**config.mk**
```make
export PLATFORM = sky130hd
export DESIGN_NAME = vmul_unit
export DESIGN_NICKNAME = d
export VERILOG_FILES = /design/src/verilog/vmul_pkg.sv /design/src/verilog/vmul_group_if.sv /design/src/verilog/vmul_op_decode.sv /design/src/verilog/vmul_group_sequencer.sv /design/src/verilog/vmul_mulshift_lane.sv /design/src/verilog/vmul_result_collect.sv /design/src/verilog/vmul_unit.sv
export SDC_FILE = /design/constraint.sdc
export NUM_CORES = 2
export LEC_CHECK = 0
export ABC_CLOCK_PERIOD_IN_PS = 22800
export CAP_MARGIN = 30
export CELL_PAD_IN_SITES_DETAIL_PLACEMENT = 1
export CELL_PAD_IN_SITES_GLOBAL_PLACEMENT = 2
export CORE_ASPECT_RATIO = 0.9
export CORE_MARGIN = 4
export CORE_UTILIZATION = 40
export CTS_BUF_LIST = sky130_fd_sc_hd__clkbuf_4
export DETAILED_ROUTE_END_ITERATION = 8
export DONT_BUFFER_PORTS = 1
export MAX_ROUTING_LAYER = met4
export PLACE_DENSITY_LB_ADDON = 0.1
export SLEW_MARGIN = 25
export SYNTH_ARGS = -nofsm -noshare
export SYNTH_HDL_FRONTEND = slang
export SYNTH_SLANG_ARGS = --single-unit
export TNS_END_PERCENT = 50
```
**constraint.sdc**
```tcl
create_clock -name clk -period 22.8 [get_ports clk]
set_clock_uncertainty 0.1 [all_clocks]
set_input_delay 0 -clock clk [delete_from_list [all_inputs] [get_ports clk]]
set_output_delay 0 -clock clk [all_outputs]
set_load 0.05 [all_outputs]
```
**src/verilog/vmul_pkg.sv**
```systemverilog
package vmul_pkg;

  // default configuration, the unit top can override all of these
  // log2 of the element width, 4 gives 16 bit elements
  localparam int LOG2_WIDTH_DEF    = 4;
  // operand elements per vector instruction
  localparam int NUM_LANES_DEF     = 8;
  // physical multipliers, the vector is worked through in groups of this size
  localparam int NUM_MUL_LANES_DEF = 2;
  // destination register id width
  localparam int REG_ID_WIDTH_DEF  = 5;

  // one vector element at the default width
  typedef logic [2**LOG2_WIDTH_DEF-1:0] elem_t;

  // destination register id
  typedef logic [REG_ID_WIDTH_DEF-1:0] reg_id_t;

  // operation code seen by the unit
  // codes 6 and 7 are unused and fall back to a low multiply
  typedef enum logic [2:0] {
    // signed multiply, low half of the product
    op_mull  = 3'd0,
    // signed multiply, high half
    op_mulh  = 3'd1,
    // unsigned multiply, high half
    op_mulhu = 3'd2,
    // logical left shift
    op_sll   = 3'd3,
    // logical right shift
    op_srl   = 3'd4,
    // arithmetic right shift
    op_sra   = 3'd5
  } vmul_op_e;

endpackage

```
**src/verilog/vmul_group_if.sv**
```systemverilog
interface vmul_group_if #(
  parameter int ELEM_WIDTH    = 2**vmul_pkg::LOG2_WIDTH_DEF,
  parameter int NUM_MUL_LANES = vmul_pkg::NUM_MUL_LANES_DEF
);

  // operands of the group that is in the multipliers this cycle
  logic [NUM_MUL_LANES*ELEM_WIDTH-1:0] op_a;
  logic [NUM_MUL_LANES*ELEM_WIDTH-1:0] op_b;

  // decoded controls, constant over one instruction
  logic is_shift;
  logic shift_right;
  logic shift_arith;
  logic take_high;
  logic is_signed;

  // lane registers load when high
  logic lane_en;

  // registered lane results, one cycle behind the operands
  logic [NUM_MUL_LANES*ELEM_WIDTH-1:0] res;

  modport decode (output is_shift, shift_right, shift_arith, take_high, is_signed);
  modport feed (output op_a, op_b, lane_en);
  modport lane (input op_a, op_b, is_shift, shift_right, shift_arith, take_high,
                is_signed, lane_en, output res);
  modport collect (input res, lane_en);

endinterface

```
**src/verilog/vmul_op_decode.sv**
```systemverilog
module vmul_op_decode (
  input  logic               clk,
  input  logic               arst_n,
  input  logic               activate,
  input  logic               issue,
  input  vmul_pkg::vmul_op_e op,
  vmul_group_if.decode       grp
);

  import vmul_pkg::*;

  // control bit order is {is_shift, shift_right, shift_arith, take_high, is_signed}
  logic [4:0] dec;
  logic [4:0] ctrl_q;
  logic [4:0] ctrl;

  // fresh decode of the op input
  // held at zero while nothing is requested so the lanes see no toggling
  always_comb
  begin
    dec = '0;
    if (activate)
    begin
      case (op)
        op_mull:  dec = 5'b00001;
        op_mulh:  dec = 5'b00011;
        op_mulhu: dec = 5'b00010;
        op_sll:   dec = 5'b10000;
        op_srl:   dec = 5'b11000;
        op_sra:   dec = 5'b11100;
        default:  dec = 5'b00001;
      endcase
    end
  end

  // keep the decode of the issued op for groups 1 to G-1
  // the op input is free to move on once stall is up
  always_ff @(posedge clk or negedge arst_n)
  begin
    if (!arst_n)
      ctrl_q <= '0;
    else if (issue)
      ctrl_q <= dec;
  end

  // group 0 goes out in the issue cycle, so pass the live decode then
  assign ctrl = issue ? dec : ctrl_q;

  assign {grp.is_shift, grp.shift_right, grp.shift_arith, grp.take_high, grp.is_signed} = ctrl;

endmodule

```
**src/verilog/vmul_group_sequencer.sv**
```systemverilog
module vmul_group_sequencer #(
  parameter int LOG2_WIDTH    = vmul_pkg::LOG2_WIDTH_DEF,
  parameter int NUM_LANES     = vmul_pkg::NUM_LANES_DEF,
  parameter int NUM_MUL_LANES = vmul_pkg::NUM_MUL_LANES_DEF
) (
  input  logic                                 clk,
  input  logic                                 arst_n,
  input  logic                                 activate,
  input  logic [NUM_LANES*(2**LOG2_WIDTH)-1:0] op_a,
  input  logic [NUM_LANES*(2**LOG2_WIDTH)-1:0] op_b,
  output logic                                 issue,
  output logic                                 stall,
  vmul_group_if.feed                           grp
);

  localparam int ELEM_W   = 2**LOG2_WIDTH;
  localparam int VEC_W    = NUM_LANES*ELEM_W;
  // bits handed to the multipliers per cycle
  localparam int GRP_W    = NUM_MUL_LANES*ELEM_W;
  localparam int NUM_GRPS = NUM_LANES/NUM_MUL_LANES;
  // wide enough for G-1, never zero bits wide
  localparam int CNT_W    = $clog2(NUM_GRPS+1);

  // groups still to go after the current one
  logic [CNT_W-1:0] grp_cnt;
  logic             busy;

  // operand shift buffers, group 1 sits in the low bits after issue
  logic [VEC_W-1:0] op_a_buf;
  logic [VEC_W-1:0] op_b_buf;

  assign busy = (grp_cnt != '0);

  // a request while busy is not taken, upstream holds it under stall
  assign issue = activate & ~busy;
  assign stall = busy;

  always_ff @(posedge clk or negedge arst_n)
  begin
    if (!arst_n)
      grp_cnt <= '0;
    else if (issue)
      grp_cnt <= CNT_W'(NUM_GRPS-1);
    else if (busy)
      grp_cnt <= grp_cnt - 1'b1;
  end

  // group 0 bypasses the buffers, so load what comes after it
  always_ff @(posedge clk)
  begin
    if (issue)
    begin
      op_a_buf <= op_a >> GRP_W;
      op_b_buf <= op_b >> GRP_W;
    end
    else if (busy)
    begin
      op_a_buf <= op_a_buf >> GRP_W;
      op_b_buf <= op_b_buf >> GRP_W;
    end
  end

  // live group 0 in the issue cycle, buffered groups while stalled
  assign grp.op_a = busy ? op_a_buf[GRP_W-1:0] : op_a[GRP_W-1:0];
  assign grp.op_b = busy ? op_b_buf[GRP_W-1:0] : op_b[GRP_W-1:0];

  // lanes take a new group in every cycle that carries one
  assign grp.lane_en = issue | busy;

endmodule

```
**src/verilog/vmul_mulshift_lane.sv**
```systemverilog
module vmul_mulshift_lane #(
  parameter int LOG2_WIDTH = vmul_pkg::LOG2_WIDTH_DEF,
  parameter int LANE       = 0
) (
  input logic        clk,
  input logic        arst_n,
  vmul_group_if.lane grp
);

  localparam int ELEM_W = 2**LOG2_WIDTH;

  logic [ELEM_W-1:0]          a;
  logic [ELEM_W-1:0]          b;
  logic [LOG2_WIDTH-1:0]      shamt;
  // one extra bit so one signed multiplier serves both signed and unsigned
  logic signed [ELEM_W:0]     a_ext;
  logic signed [ELEM_W:0]     b_ext;
  logic signed [2*ELEM_W+1:0] prod;
  logic signed [ELEM_W:0]     shr_ext;
  logic signed [ELEM_W:0]     shr_full;
  logic [ELEM_W-1:0]          res_d;
  logic [ELEM_W-1:0]          res_q;

  // this lane's slice of the group
  assign a     = grp.op_a[LANE*ELEM_W +: ELEM_W];
  assign b     = grp.op_b[LANE*ELEM_W +: ELEM_W];
  // shift amount is the low bits of op_b, upper bits ignored
  assign shamt = b[LOG2_WIDTH-1:0];

  // sign extend for signed ops, zero extend for mulhu
  assign a_ext = {grp.is_signed & a[ELEM_W-1], a};
  assign b_ext = {grp.is_signed & b[ELEM_W-1], b};
  assign prod  = a_ext * b_ext;

  // sign fill only on sra, srl shifts in zeros
  assign shr_ext  = {grp.shift_arith & a[ELEM_W-1], a};
  assign shr_full = shr_ext >>> shamt;

  always_comb
  begin
    if (grp.is_shift)
    begin
      if (grp.shift_right)
        res_d = shr_full[ELEM_W-1:0];
      else
        res_d = a << shamt;
    end
    else if (grp.take_high)
      res_d = prod[2*ELEM_W-1:ELEM_W];
    else
      res_d = prod[ELEM_W-1:0];
  end

  // fixed latency of one, holds between instructions
  always_ff @(posedge clk or negedge arst_n)
  begin
    if (!arst_n)
      res_q <= '0;
    else if (grp.lane_en)
      res_q <= res_d;
  end

  assign grp.res[LANE*ELEM_W +: ELEM_W] = res_q;

endmodule

```
**src/verilog/vmul_result_collect.sv**
```systemverilog
module vmul_result_collect #(
  parameter int LOG2_WIDTH    = vmul_pkg::LOG2_WIDTH_DEF,
  parameter int NUM_LANES     = vmul_pkg::NUM_LANES_DEF,
  parameter int NUM_MUL_LANES = vmul_pkg::NUM_MUL_LANES_DEF
) (
  input  logic                                 clk,
  input  logic                                 arst_n,
  input  logic                                 issue,
  input  logic                                 squash,
  input  vmul_pkg::reg_id_t                    in_dst,
  input  logic                                 in_dst_we,
  input  logic [NUM_LANES-1:0]                 in_mask,
  vmul_group_if.collect                        grp,
  output logic [NUM_LANES*(2**LOG2_WIDTH)-1:0] result,
  output vmul_pkg::reg_id_t                    out_dst,
  output logic                                 out_dst_we,
  output logic [NUM_LANES-1:0]                 out_mask
);

  localparam int ELEM_W   = 2**LOG2_WIDTH;
  localparam int GRP_W    = NUM_MUL_LANES*ELEM_W;
  localparam int NUM_GRPS = NUM_LANES/NUM_MUL_LANES;
  localparam int CNT_W    = $clog2(NUM_GRPS+1);
  // bit offset of the last group in the full vector
  localparam int TOP_OFS  = (NUM_LANES-NUM_MUL_LANES)*ELEM_W;

  // counts down from G at cycle 1 to 1 at writeback
  logic [CNT_W-1:0]            cyc_cnt;
  // lane registers hold a fresh group this cycle
  logic                        res_vld;
  logic                        we_pend;
  logic                        in_flight;
  logic                        last_cyc;
  logic                        shift_en;
  logic [NUM_LANES*ELEM_W-1:0] res_buf;

  assign in_flight = (cyc_cnt > CNT_W'(1));
  assign last_cyc  = (cyc_cnt == CNT_W'(1));
  // groups 0 to G-2 go into the buffer, the last one is used live
  assign shift_en  = res_vld & in_flight;

  always_ff @(posedge clk or negedge arst_n)
  begin
    if (!arst_n)
    begin
      cyc_cnt <= '0;
      res_vld <= 1'b0;
      we_pend <= 1'b0;
    end
    else
    begin
      res_vld <= grp.lane_en;
      if (issue)
        cyc_cnt <= CNT_W'(NUM_GRPS);
      else if (cyc_cnt != '0)
        cyc_cnt <= cyc_cnt - 1'b1;
      // squash in the issue cycle or any stall cycle kills the write
      if (issue)
        we_pend <= in_dst_we & ~squash;
      else if (squash && in_flight)
        we_pend <= 1'b0;
    end
  end

  // buffer shifted down one group, newest group on top
  // at writeback this is the whole vector in lane order
  always_comb
  begin
    result = res_buf >> GRP_W;
    result[TOP_OFS +: GRP_W] = grp.res;
  end

  // writeback metadata taken at issue, then the result shift chain
  always_ff @(posedge clk)
  begin
    if (issue)
    begin
      out_dst  <= in_dst;
      out_mask <= in_mask;
    end
    if (shift_en)
      res_buf <= result;
  end

  assign out_dst_we = we_pend & last_cyc;

endmodule

```
**src/verilog/vmul_unit.sv**
```systemverilog
module vmul_unit #(
  parameter int LOG2_WIDTH    = vmul_pkg::LOG2_WIDTH_DEF,
  parameter int NUM_LANES     = vmul_pkg::NUM_LANES_DEF,
  parameter int NUM_MUL_LANES = vmul_pkg::NUM_MUL_LANES_DEF,
  parameter int REG_ID_WIDTH  = vmul_pkg::REG_ID_WIDTH_DEF
) (
  input  logic                                 clk,
  input  logic                                 arst_n,
  input  logic                                 activate,
  input  vmul_pkg::vmul_op_e                   op,
  input  logic [NUM_LANES*(2**LOG2_WIDTH)-1:0] op_a,
  input  logic [NUM_LANES*(2**LOG2_WIDTH)-1:0] op_b,
  input  logic [NUM_LANES-1:0]                 vmask,
  input  logic [REG_ID_WIDTH-1:0]              in_dst,
  input  logic                                 in_dst_we,
  input  logic                                 squash,
  output logic                                 stall,
  output logic [NUM_LANES*(2**LOG2_WIDTH)-1:0] result,
  output logic [REG_ID_WIDTH-1:0]              out_dst,
  output logic                                 out_dst_we,
  output logic [NUM_LANES-1:0]                 out_mask
);

  // every group must be full, and the id width must match reg_id_t
  if (NUM_LANES % NUM_MUL_LANES != 0)
  begin : g_bad_lanes
    $error("NUM_LANES must be a multiple of NUM_MUL_LANES");
  end
  if (REG_ID_WIDTH != $bits(vmul_pkg::reg_id_t))
  begin : g_bad_reg_id
    $error("REG_ID_WIDTH does not match the package register id type");
  end

  // accepted instruction, from the sequencer
  logic issue;

  vmul_group_if #(
    .ELEM_WIDTH   (2**LOG2_WIDTH),
    .NUM_MUL_LANES(NUM_MUL_LANES)
  ) grp_if ();

  vmul_op_decode i_op_decode (
    .clk     (clk),
    .arst_n  (arst_n),
    .activate(activate),
    .issue   (issue),
    .op      (op),
    .grp     (grp_if.decode)
  );

  vmul_group_sequencer #(
    .LOG2_WIDTH   (LOG2_WIDTH),
    .NUM_LANES    (NUM_LANES),
    .NUM_MUL_LANES(NUM_MUL_LANES)
  ) i_group_sequencer (
    .clk     (clk),
    .arst_n  (arst_n),
    .activate(activate),
    .op_a    (op_a),
    .op_b    (op_b),
    .issue   (issue),
    .stall   (stall),
    .grp     (grp_if.feed)
  );

  // one multiply or shift lane per physical multiplier
  for (genvar i = 0; i < NUM_MUL_LANES; i++)
  begin : g_lane
    vmul_mulshift_lane #(
      .LOG2_WIDTH(LOG2_WIDTH),
      .LANE      (i)
    ) i_mulshift_lane (
      .clk   (clk),
      .arst_n(arst_n),
      .grp   (grp_if.lane)
    );
  end

  vmul_result_collect #(
    .LOG2_WIDTH   (LOG2_WIDTH),
    .NUM_LANES    (NUM_LANES),
    .NUM_MUL_LANES(NUM_MUL_LANES)
  ) i_result_collect (
    .clk       (clk),
    .arst_n    (arst_n),
    .issue     (issue),
    .squash    (squash),
    .in_dst    (in_dst),
    .in_dst_we (in_dst_we),
    .in_mask   (vmask),
    .grp       (grp_if.collect),
    .result    (result),
    .out_dst   (out_dst),
    .out_dst_we(out_dst_we),
    .out_mask  (out_mask)
  );

endmodule

```
# After elaboration in Yosys (flattened, before gate mapping)
# Cells that the tools add are included.
[op_classes]
add_sub_neg = 2
multipliers = 2
n_lt_le_gt_ge = 1
n_eq_ne = 6
n_shift = 4
muxes = 21
n_bitwise = 13
reduce_logical = 6
[op_table]
columns = ["operator", "n"]
rows = [
  ["2-to-1 mux 96 bit", 4],
  ["2-to-1 mux 16 bit", 6],
  ["multiplier 17 x 17 -> 32 bit", 2],
  ["2-to-1 mux 32 bit", 2],
  [">>> shifter 17 x 4 -> 16 bit", 2],
  ["<< shifter 16 x 4 -> 16 bit", 2],
  ["case mux 5 bit (5 select lines)", 1],
  ["2-to-1 mux 3 bit", 4],
  ["AND 1 bit", 10],
  ["2-to-1 mux 5 bit", 2],
  ["== test 3 x 1 -> 1 bit (second input constant)", 2],
  ["== test 3 x 2 -> 1 bit (second input constant)", 2],
  ["== test 3 bit (second input constant)", 2],
  ["nonzero test 2 bit", 3],
  ["nonzero test 3 bit", 2],
  ["subtractor 3 x 1 -> 3 bit (second input constant)", 2],
  ["> comparator 3 x 1 -> 1 bit (second input constant)", 1],
  ["2-to-1 mux 1 bit", 2],
  ["inverter 1 bit", 2],
  ["logical AND 1 bit", 1],
  ["OR 1 bit", 1],
]
[totals]
reg_bits = 378
out_inout_bits = 143

# Depth between registers and ports, before layout
[depth]
ltp_word = 8
depth_mapped = 34
ltp_nobuf = 28

# Worst setup path after synthesis
# No wires, ideal clock.
[synth_timing]
path_type = "reg2reg"
start = "reg i_group_sequencer.grp_cnt[0]"
end = "reg g_lane[1].i_mulshift_lane.res_q[9]"
setup_ns = 0.411
t_arrival_ns = 7.511
setup_slack_ns = 14.777
path_stages_with_launch = 32
cell_sequence = "dfrtp_1 > inv_1 > ha_1 > nor2b_4 > buf_12 > inv_6 > buf_6 > buf_2 > buf_2 > clkbuf_1 > mux2i_1 > nor2_1 > fa_1 > inv_1 > fa_1 > fa_1 > inv_1 > fa_1 > inv_1 > fa_1 > fa_1 > inv_1 > ha_1 > o21a_1 > o211ai_1 > a2bb2oi_1 > o21ai_1 > o41a_1 > nor2_1 > nor2_1 > a311oi_1 > a21oi_1"
[synth_between]
elab_chain_cells = 8
word_cells_on_any_way = 16
cone_classes = "1 x mul; 2 x shift; 6 x mux; 6 x bitwise; 1 x reduce/logical"
[synth_rtl]
columns = ["element", "line_no", "source"]
rows = [
  ["start: declaration", "vmul_group_sequencer.sv:25", "logic [CNT_W-1:0] grp_cnt;"],
  ["start signal: assignment", "vmul_group_sequencer.sv:43", "grp_cnt <= CNT_W'(NUM_GRPS-1);"],
  ["start signal: assignment", "vmul_group_sequencer.sv:45", "grp_cnt <= grp_cnt - 1'b1;"],
  ["nonzero test 3 bit (*)", "vmul_group_sequencer.sv:32", "assign busy = (grp_cnt != '0);"],
  ["net stall", "vmul_unit.sv:17", "output logic stall,"],
  ["inverter 1 bit", "vmul_group_sequencer.sv:35", "assign issue = activate & ~busy;"],
  ["AND 1 bit", "vmul_group_sequencer.sv:35", ""],
  ["2-to-1 mux 5 bit", "vmul_op_decode.sv:47", "assign ctrl = issue ? dec : ctrl_q;"],
  ["AND 1 bit (on tied branches)", "vmul_mulshift_lane.sv:31, vmul_mulshift_lane.sv:32, vmul_mulshift_lane.sv:36", ""],
  ["multiplier 17 x 17 -> 32 bit or >>> shifter 17 x 4 -> 16 bit (tied branches)", "vmul_mulshift_lane.sv:33, vmul_mulshift_lane.sv:37", ""],
  ["2-to-1 mux 16 bit (on tied branches)", "vmul_mulshift_lane.sv:48, vmul_mulshift_lane.sv:43", ""],
  ["2-to-1 mux 16 bit", "vmul_mulshift_lane.sv:41", "if (grp.is_shift)"],
  ["end signal: assignment", "vmul_mulshift_lane.sv:60", "res_q <= res_d;"],
  ["end: declaration", "vmul_mulshift_lane.sv:22", "logic [ELEM_W-1:0] res_q;"],
]
# Mark *: on every way through the listed nets, which the timed path passes. The rest lies on a longest branch.
# A chain may end at the register's enable or synchronous reset.

# Worst setup path in the final report
[layout_timing]
start = "reg i_group_sequencer.grp_cnt[0]"
end = "reg g_lane[0].i_mulshift_lane.res_q[15]"
[layout_between]
elab_chain_cells = 8
word_cells_on_any_way = 16
cone_classes = "1 x mul; 2 x shift; 6 x mux; 6 x bitwise; 1 x reduce/logical"
[layout_rtl]
columns = ["element", "line_no"]
rows = [
  ["nonzero test 3 bit (*)", "vmul_group_sequencer.sv:32"],
  ["inverter 1 bit", "vmul_group_sequencer.sv:35"],
  ["AND 1 bit", "vmul_group_sequencer.sv:35"],
  ["2-to-1 mux 5 bit", "vmul_op_decode.sv:47"],
  ["AND 1 bit (on tied branches)", "vmul_mulshift_lane.sv:31, vmul_mulshift_lane.sv:32, vmul_mulshift_lane.sv:36"],
  ["multiplier 17 x 17 -> 32 bit or >>> shifter 17 x 4 -> 16 bit (tied branches)", "vmul_mulshift_lane.sv:33, vmul_mulshift_lane.sv:37"],
  ["2-to-1 mux 16 bit (on tied branches)", "vmul_mulshift_lane.sv:48, vmul_mulshift_lane.sv:43"],
  ["2-to-1 mux 16 bit", "vmul_mulshift_lane.sv:41"],
  ["end signal: assignment", "vmul_mulshift_lane.sv:60"],
  ["end: declaration", "vmul_mulshift_lane.sv:22"],
]
# Mark *: on every way between the ends. The rest lies on a longest branch, timed or not.

==> out/metrics.yaml <==
status: "finished clean"
worst-setup-path-type: "flop to flop"
post_synth_main_area_contributors: "fa_1 (30%), edfxtp_1 (24%), nand2_1 (8.0%)"
placement.io_buffers: 0
wirelength_um: 152000
drt_pre_antenna_iters: 6
synth_cell_types: 94
drv_slew: 0
ffs_latches_synth: 346
ctsLongestPathBuffers: 3
setup_total_negative_slack_ps: 0
timing.critical_path.arrival_ps: 12030
starting_density_of_the_core_pct: 40.2
finalNetCount: 5530
boundaryPins: 420
min_path_cells: 6
ant_nets: 0
design.core.area_um2: 94500
number_of_antenna_violations_at_the_first_check_in_global_routing: 19
largest_net_degree_at_the_start_of_global_routing: 102
f_max_mhz: 88.5
cp_common_cell: "fa_1"
cts_inserted_buffers: 95
min_path_type: "input pin to flop"
compound_cell_area_share_of_the_yosys_netlist_pct: 7.65
clk-insertion-delay-late_ps: 980
synthesis.instances: 4031
area_delta_synth_final_pct: 20.2
place.detailed.hpwl_um: 111000
global_route.overflow_total: 0
final_hold_viol_count: 0
first_global_vias: 34800
crit_fanout: 66
min_to: "g_lane[1].i_mulshift_lane.res_q[15]$_DFFE_PN0P_"
drive_above_1_share_pct: 6.83
count_of_max_cap_constraint_violations: 0
num_vias: 31900
synth_sequential_area_ratio_pct: 26.7
timing.reg2reg.setup_slack_ps: 11500
number_of_drc_violations_after_detailed_routing: 0
die_height_um: 301
gp_routability_congestion: 0.929
die_area_um2: 100000
synth_edf_count: 301
drt_iter0_drc: 2336
die_w_um: 333
routed_wire_length_per_instance_um: 26.0
vias_per_cell: 5.44
clock_tree_from_tritoncts: "built"
synth_xor_xnor_area_share_pct: 1.68
worst-endpoint-required_ps: 23530
cp-start-kind: "flop"
ff2ff_path_depth: 27
most_area_hungry_cell_type_in_the_yosys_netlist: "fa_1"
syn-mean-instance-area_um2: 9.44
setup-violations-final: 0
timing.final.crit_share_pct: 49.6
tightestPinTransition_ps: 1050
timing.critical_path.slowest_stage_cell: "fa_1"
gr-usage-all-layers_pct: 31.4
synth-adder-area-share_pct: 35.2
yosys.area_share.simple_pct: 16.6
grt_first_pass_wirelength_um: 227000
max_slew_margin_pct: 28.1
ys_dominant_reg_cell: "edfxtp_1"
timing.final.crit_period_ps: 11300
yosysWarningCount: 0
postSynth.asyncResetShare_pct: 13.0
clockRootBuffer: "clkbuf_4"
worstSetupEndpointType: "flop"
synth_area_um2: 38000
hp-start: "op_b[31]"
multiplexer_share_of_the_synthesized_area_pct: 3.74
netlist.area_leader.share_pct: 29.7
crit-reg2reg-launch: "i_group_sequencer.grp_cnt[0]$_DFFE_PN0P_"
clock_sink_count: 346
critPathMaxStageDelay_ps: 860
synth.net_count: 5041
worst_r2r_endpoint: "g_lane[0].i_mulshift_lane.res_q[15]$_DFFE_PN0P_"
synth_top_family_by_area: "adder cells"
rows: 107
clkSlewWorstSetupHoldPaths_ps: 70
cts_resized: 0
cts.htree.levels: 3
cts_setup_buffers: 0
rsz_0062_raised_after_global_routing: "false"
==> stage by stage <==
step,cells,setup slack (ps),hold slack [ps],utilization (%),cell area [um2]
after floorplan,4031,14780,-396,-,38000
after global placement,5166,12440,-387,41.7,39400
after detailed placement,5167,12190,-387,41.7,39400
after CTS,5829,11600,3.96,48.2,45600
after global routing,5858,10930,127,48.4,45700
final,5861,11500,105,48.4,45700
==> per-layer routing <==
layer,global-route usage [%],up-vias,share of wire (%)
met5,-,-,0
met4,8.95,0,3.0
li1,-,14000,-
met2,47.2,1269,44
met1,42.1,16400,44
met3,8.41,224,8.5
==> how the worst max path moves through the flow <==
stage | to | slack [ps] | depth (start not counted) | startpoint
global placement | g_lane[0].i_mulshift_lane.res_q[15]$_DFFE_PN0P_ | 12440 | 26 | i_group_sequencer.grp_cnt[0]$_DFFE_PN0P_
floorplan | g_lane[1].i_mulshift_lane.res_q[9]$_DFFE_PN0P_ | 14780 | 31 | i_group_sequencer.grp_cnt[0]$_DFFE_PN0P_
CTS | g_lane[0].i_mulshift_lane.res_q[15]$_DFFE_PN0P_ | 11600 | 27 | i_group_sequencer.grp_cnt[0]$_DFFE_PN0P_
global route | g_lane[0].i_mulshift_lane.res_q[15]$_DFFE_PN0P_ | 10930 | 27 | i_group_sequencer.grp_cnt[0]$_DFFE_PN0P_
finish | g_lane[0].i_mulshift_lane.res_q[15]$_DFFE_PN0P_ | 11500 | 27 | i_group_sequencer.grp_cnt[0]$_DFFE_PN0P_
detailed placement | g_lane[0].i_mulshift_lane.res_q[15]$_DFFE_PN0P_ | 12190 | 26 | i_group_sequencer.grp_cnt[0]$_DFFE_PN0P_
==> state kept, by name (all words and copies together) (netlist names) <==
signal                        cells
i_result_collect.res_buf         96
i_op_decode.ctrl_q                5
i_result_collect.out_dst          5
g_lane.i_mulshift_lane.res_q     32
i_group_sequencer.op_a_buf       96
i_result_collect.out_mask         8
i_result_collect.cyc_cnt          3
i_group_sequencer.op_b_buf       96
i_group_sequencer.grp_cnt         3
i_result_collect.res_vld          1
i_result_collect.we_pend          1
==> critical path, delay by kind of cell, from the launching register on <==
kind	cells	cell delay [ps]
flops	1	360
buf+inv	7	2530
fa+ha+maj	8	4540
mux	2	840
compound gates	5	1070
simple gates	5	1610
==> area by class of cell <==
type / instances / area [um2]
fill: 10800 / 48800
tap: 1253 / 1570
multi-input combinational: 2886 / 24800
timing repair buffer: 577 / 5640
antenna: 24 / 60.1
clock buffer: 133 / 998
sequential: 346 / 10200
inverter: 614 / 2320
clock inverter: 28 / 149
==> synth_stat cells (6+ instances only) <==
cell / number
buf_2: 49
o21bai_1: 6
o31ai_1: 7
o211ai_1: 28
o21ai_0: 102
xor2_1: 27
ha_1: 169
dfrtp_1: 45
o21ai_1: 24
buf_1: 11
nand2_1: 808
mux2_2: 23
and3_1: 72
a31oi_1: 34
o21a_1: 14
nor2_1: 423
a21oi_1: 109
mux2i_4: 7
edfxtp_1: 301
or3_1: 16
o2111ai_1: 7
a221oi_1: 6
nand3_1: 61
a32o_1: 7
or2_2: 9
mux2i_2: 7
mux2i_1: 85
clkbuf_1: 107
xnor2_1: 44
inv_1: 606
nor4_1: 9
nor3_1: 25
buf_6: 8
nand2b_1: 26
fa_1: 564
o22ai_1: 14
a211oi_1: 20
nor4bb_1: 13
buf_4: 7
a21o_1: 18
==> layout by cell type (no fill, tap or decap), types with 25 or more instances in the layout <==
cell / count
ha_1: 169
fa_1: 564
a31oi_1: 34
nand3_1: 61
clkbuf_4: 134
edfxtp_1: 301
o211ai_1: 28
xnor2_1: 44
buf_4: 71
o21ai_0: 102
dfrtp_1: 45
nand2_1: 807
inv_1: 606
nor2_1: 423
dlygate4sd3_1: 499
nor3_1: 25
nand2b_1: 26
xor2_1: 27
a21oi_1: 109
mux2i_1: 65
and3_1: 72
==> cell families after synthesis <==
family	Yosys count
simple gates	1501
buf+inv	799
fa+ha+maj	733
compound gates	455
flops	346
mux	125
xor+xnor	72
==> what timing repair did <==
action / in CTS / in global routing
endpoints found under the hold margin: 355 / 1
setup endpoints to repair: 0 / 0
hold buffers: 501 / 1
Power is not shown: default switching activity piles up to over one toggle a cycle in this logic, so the estimate is an artifact.
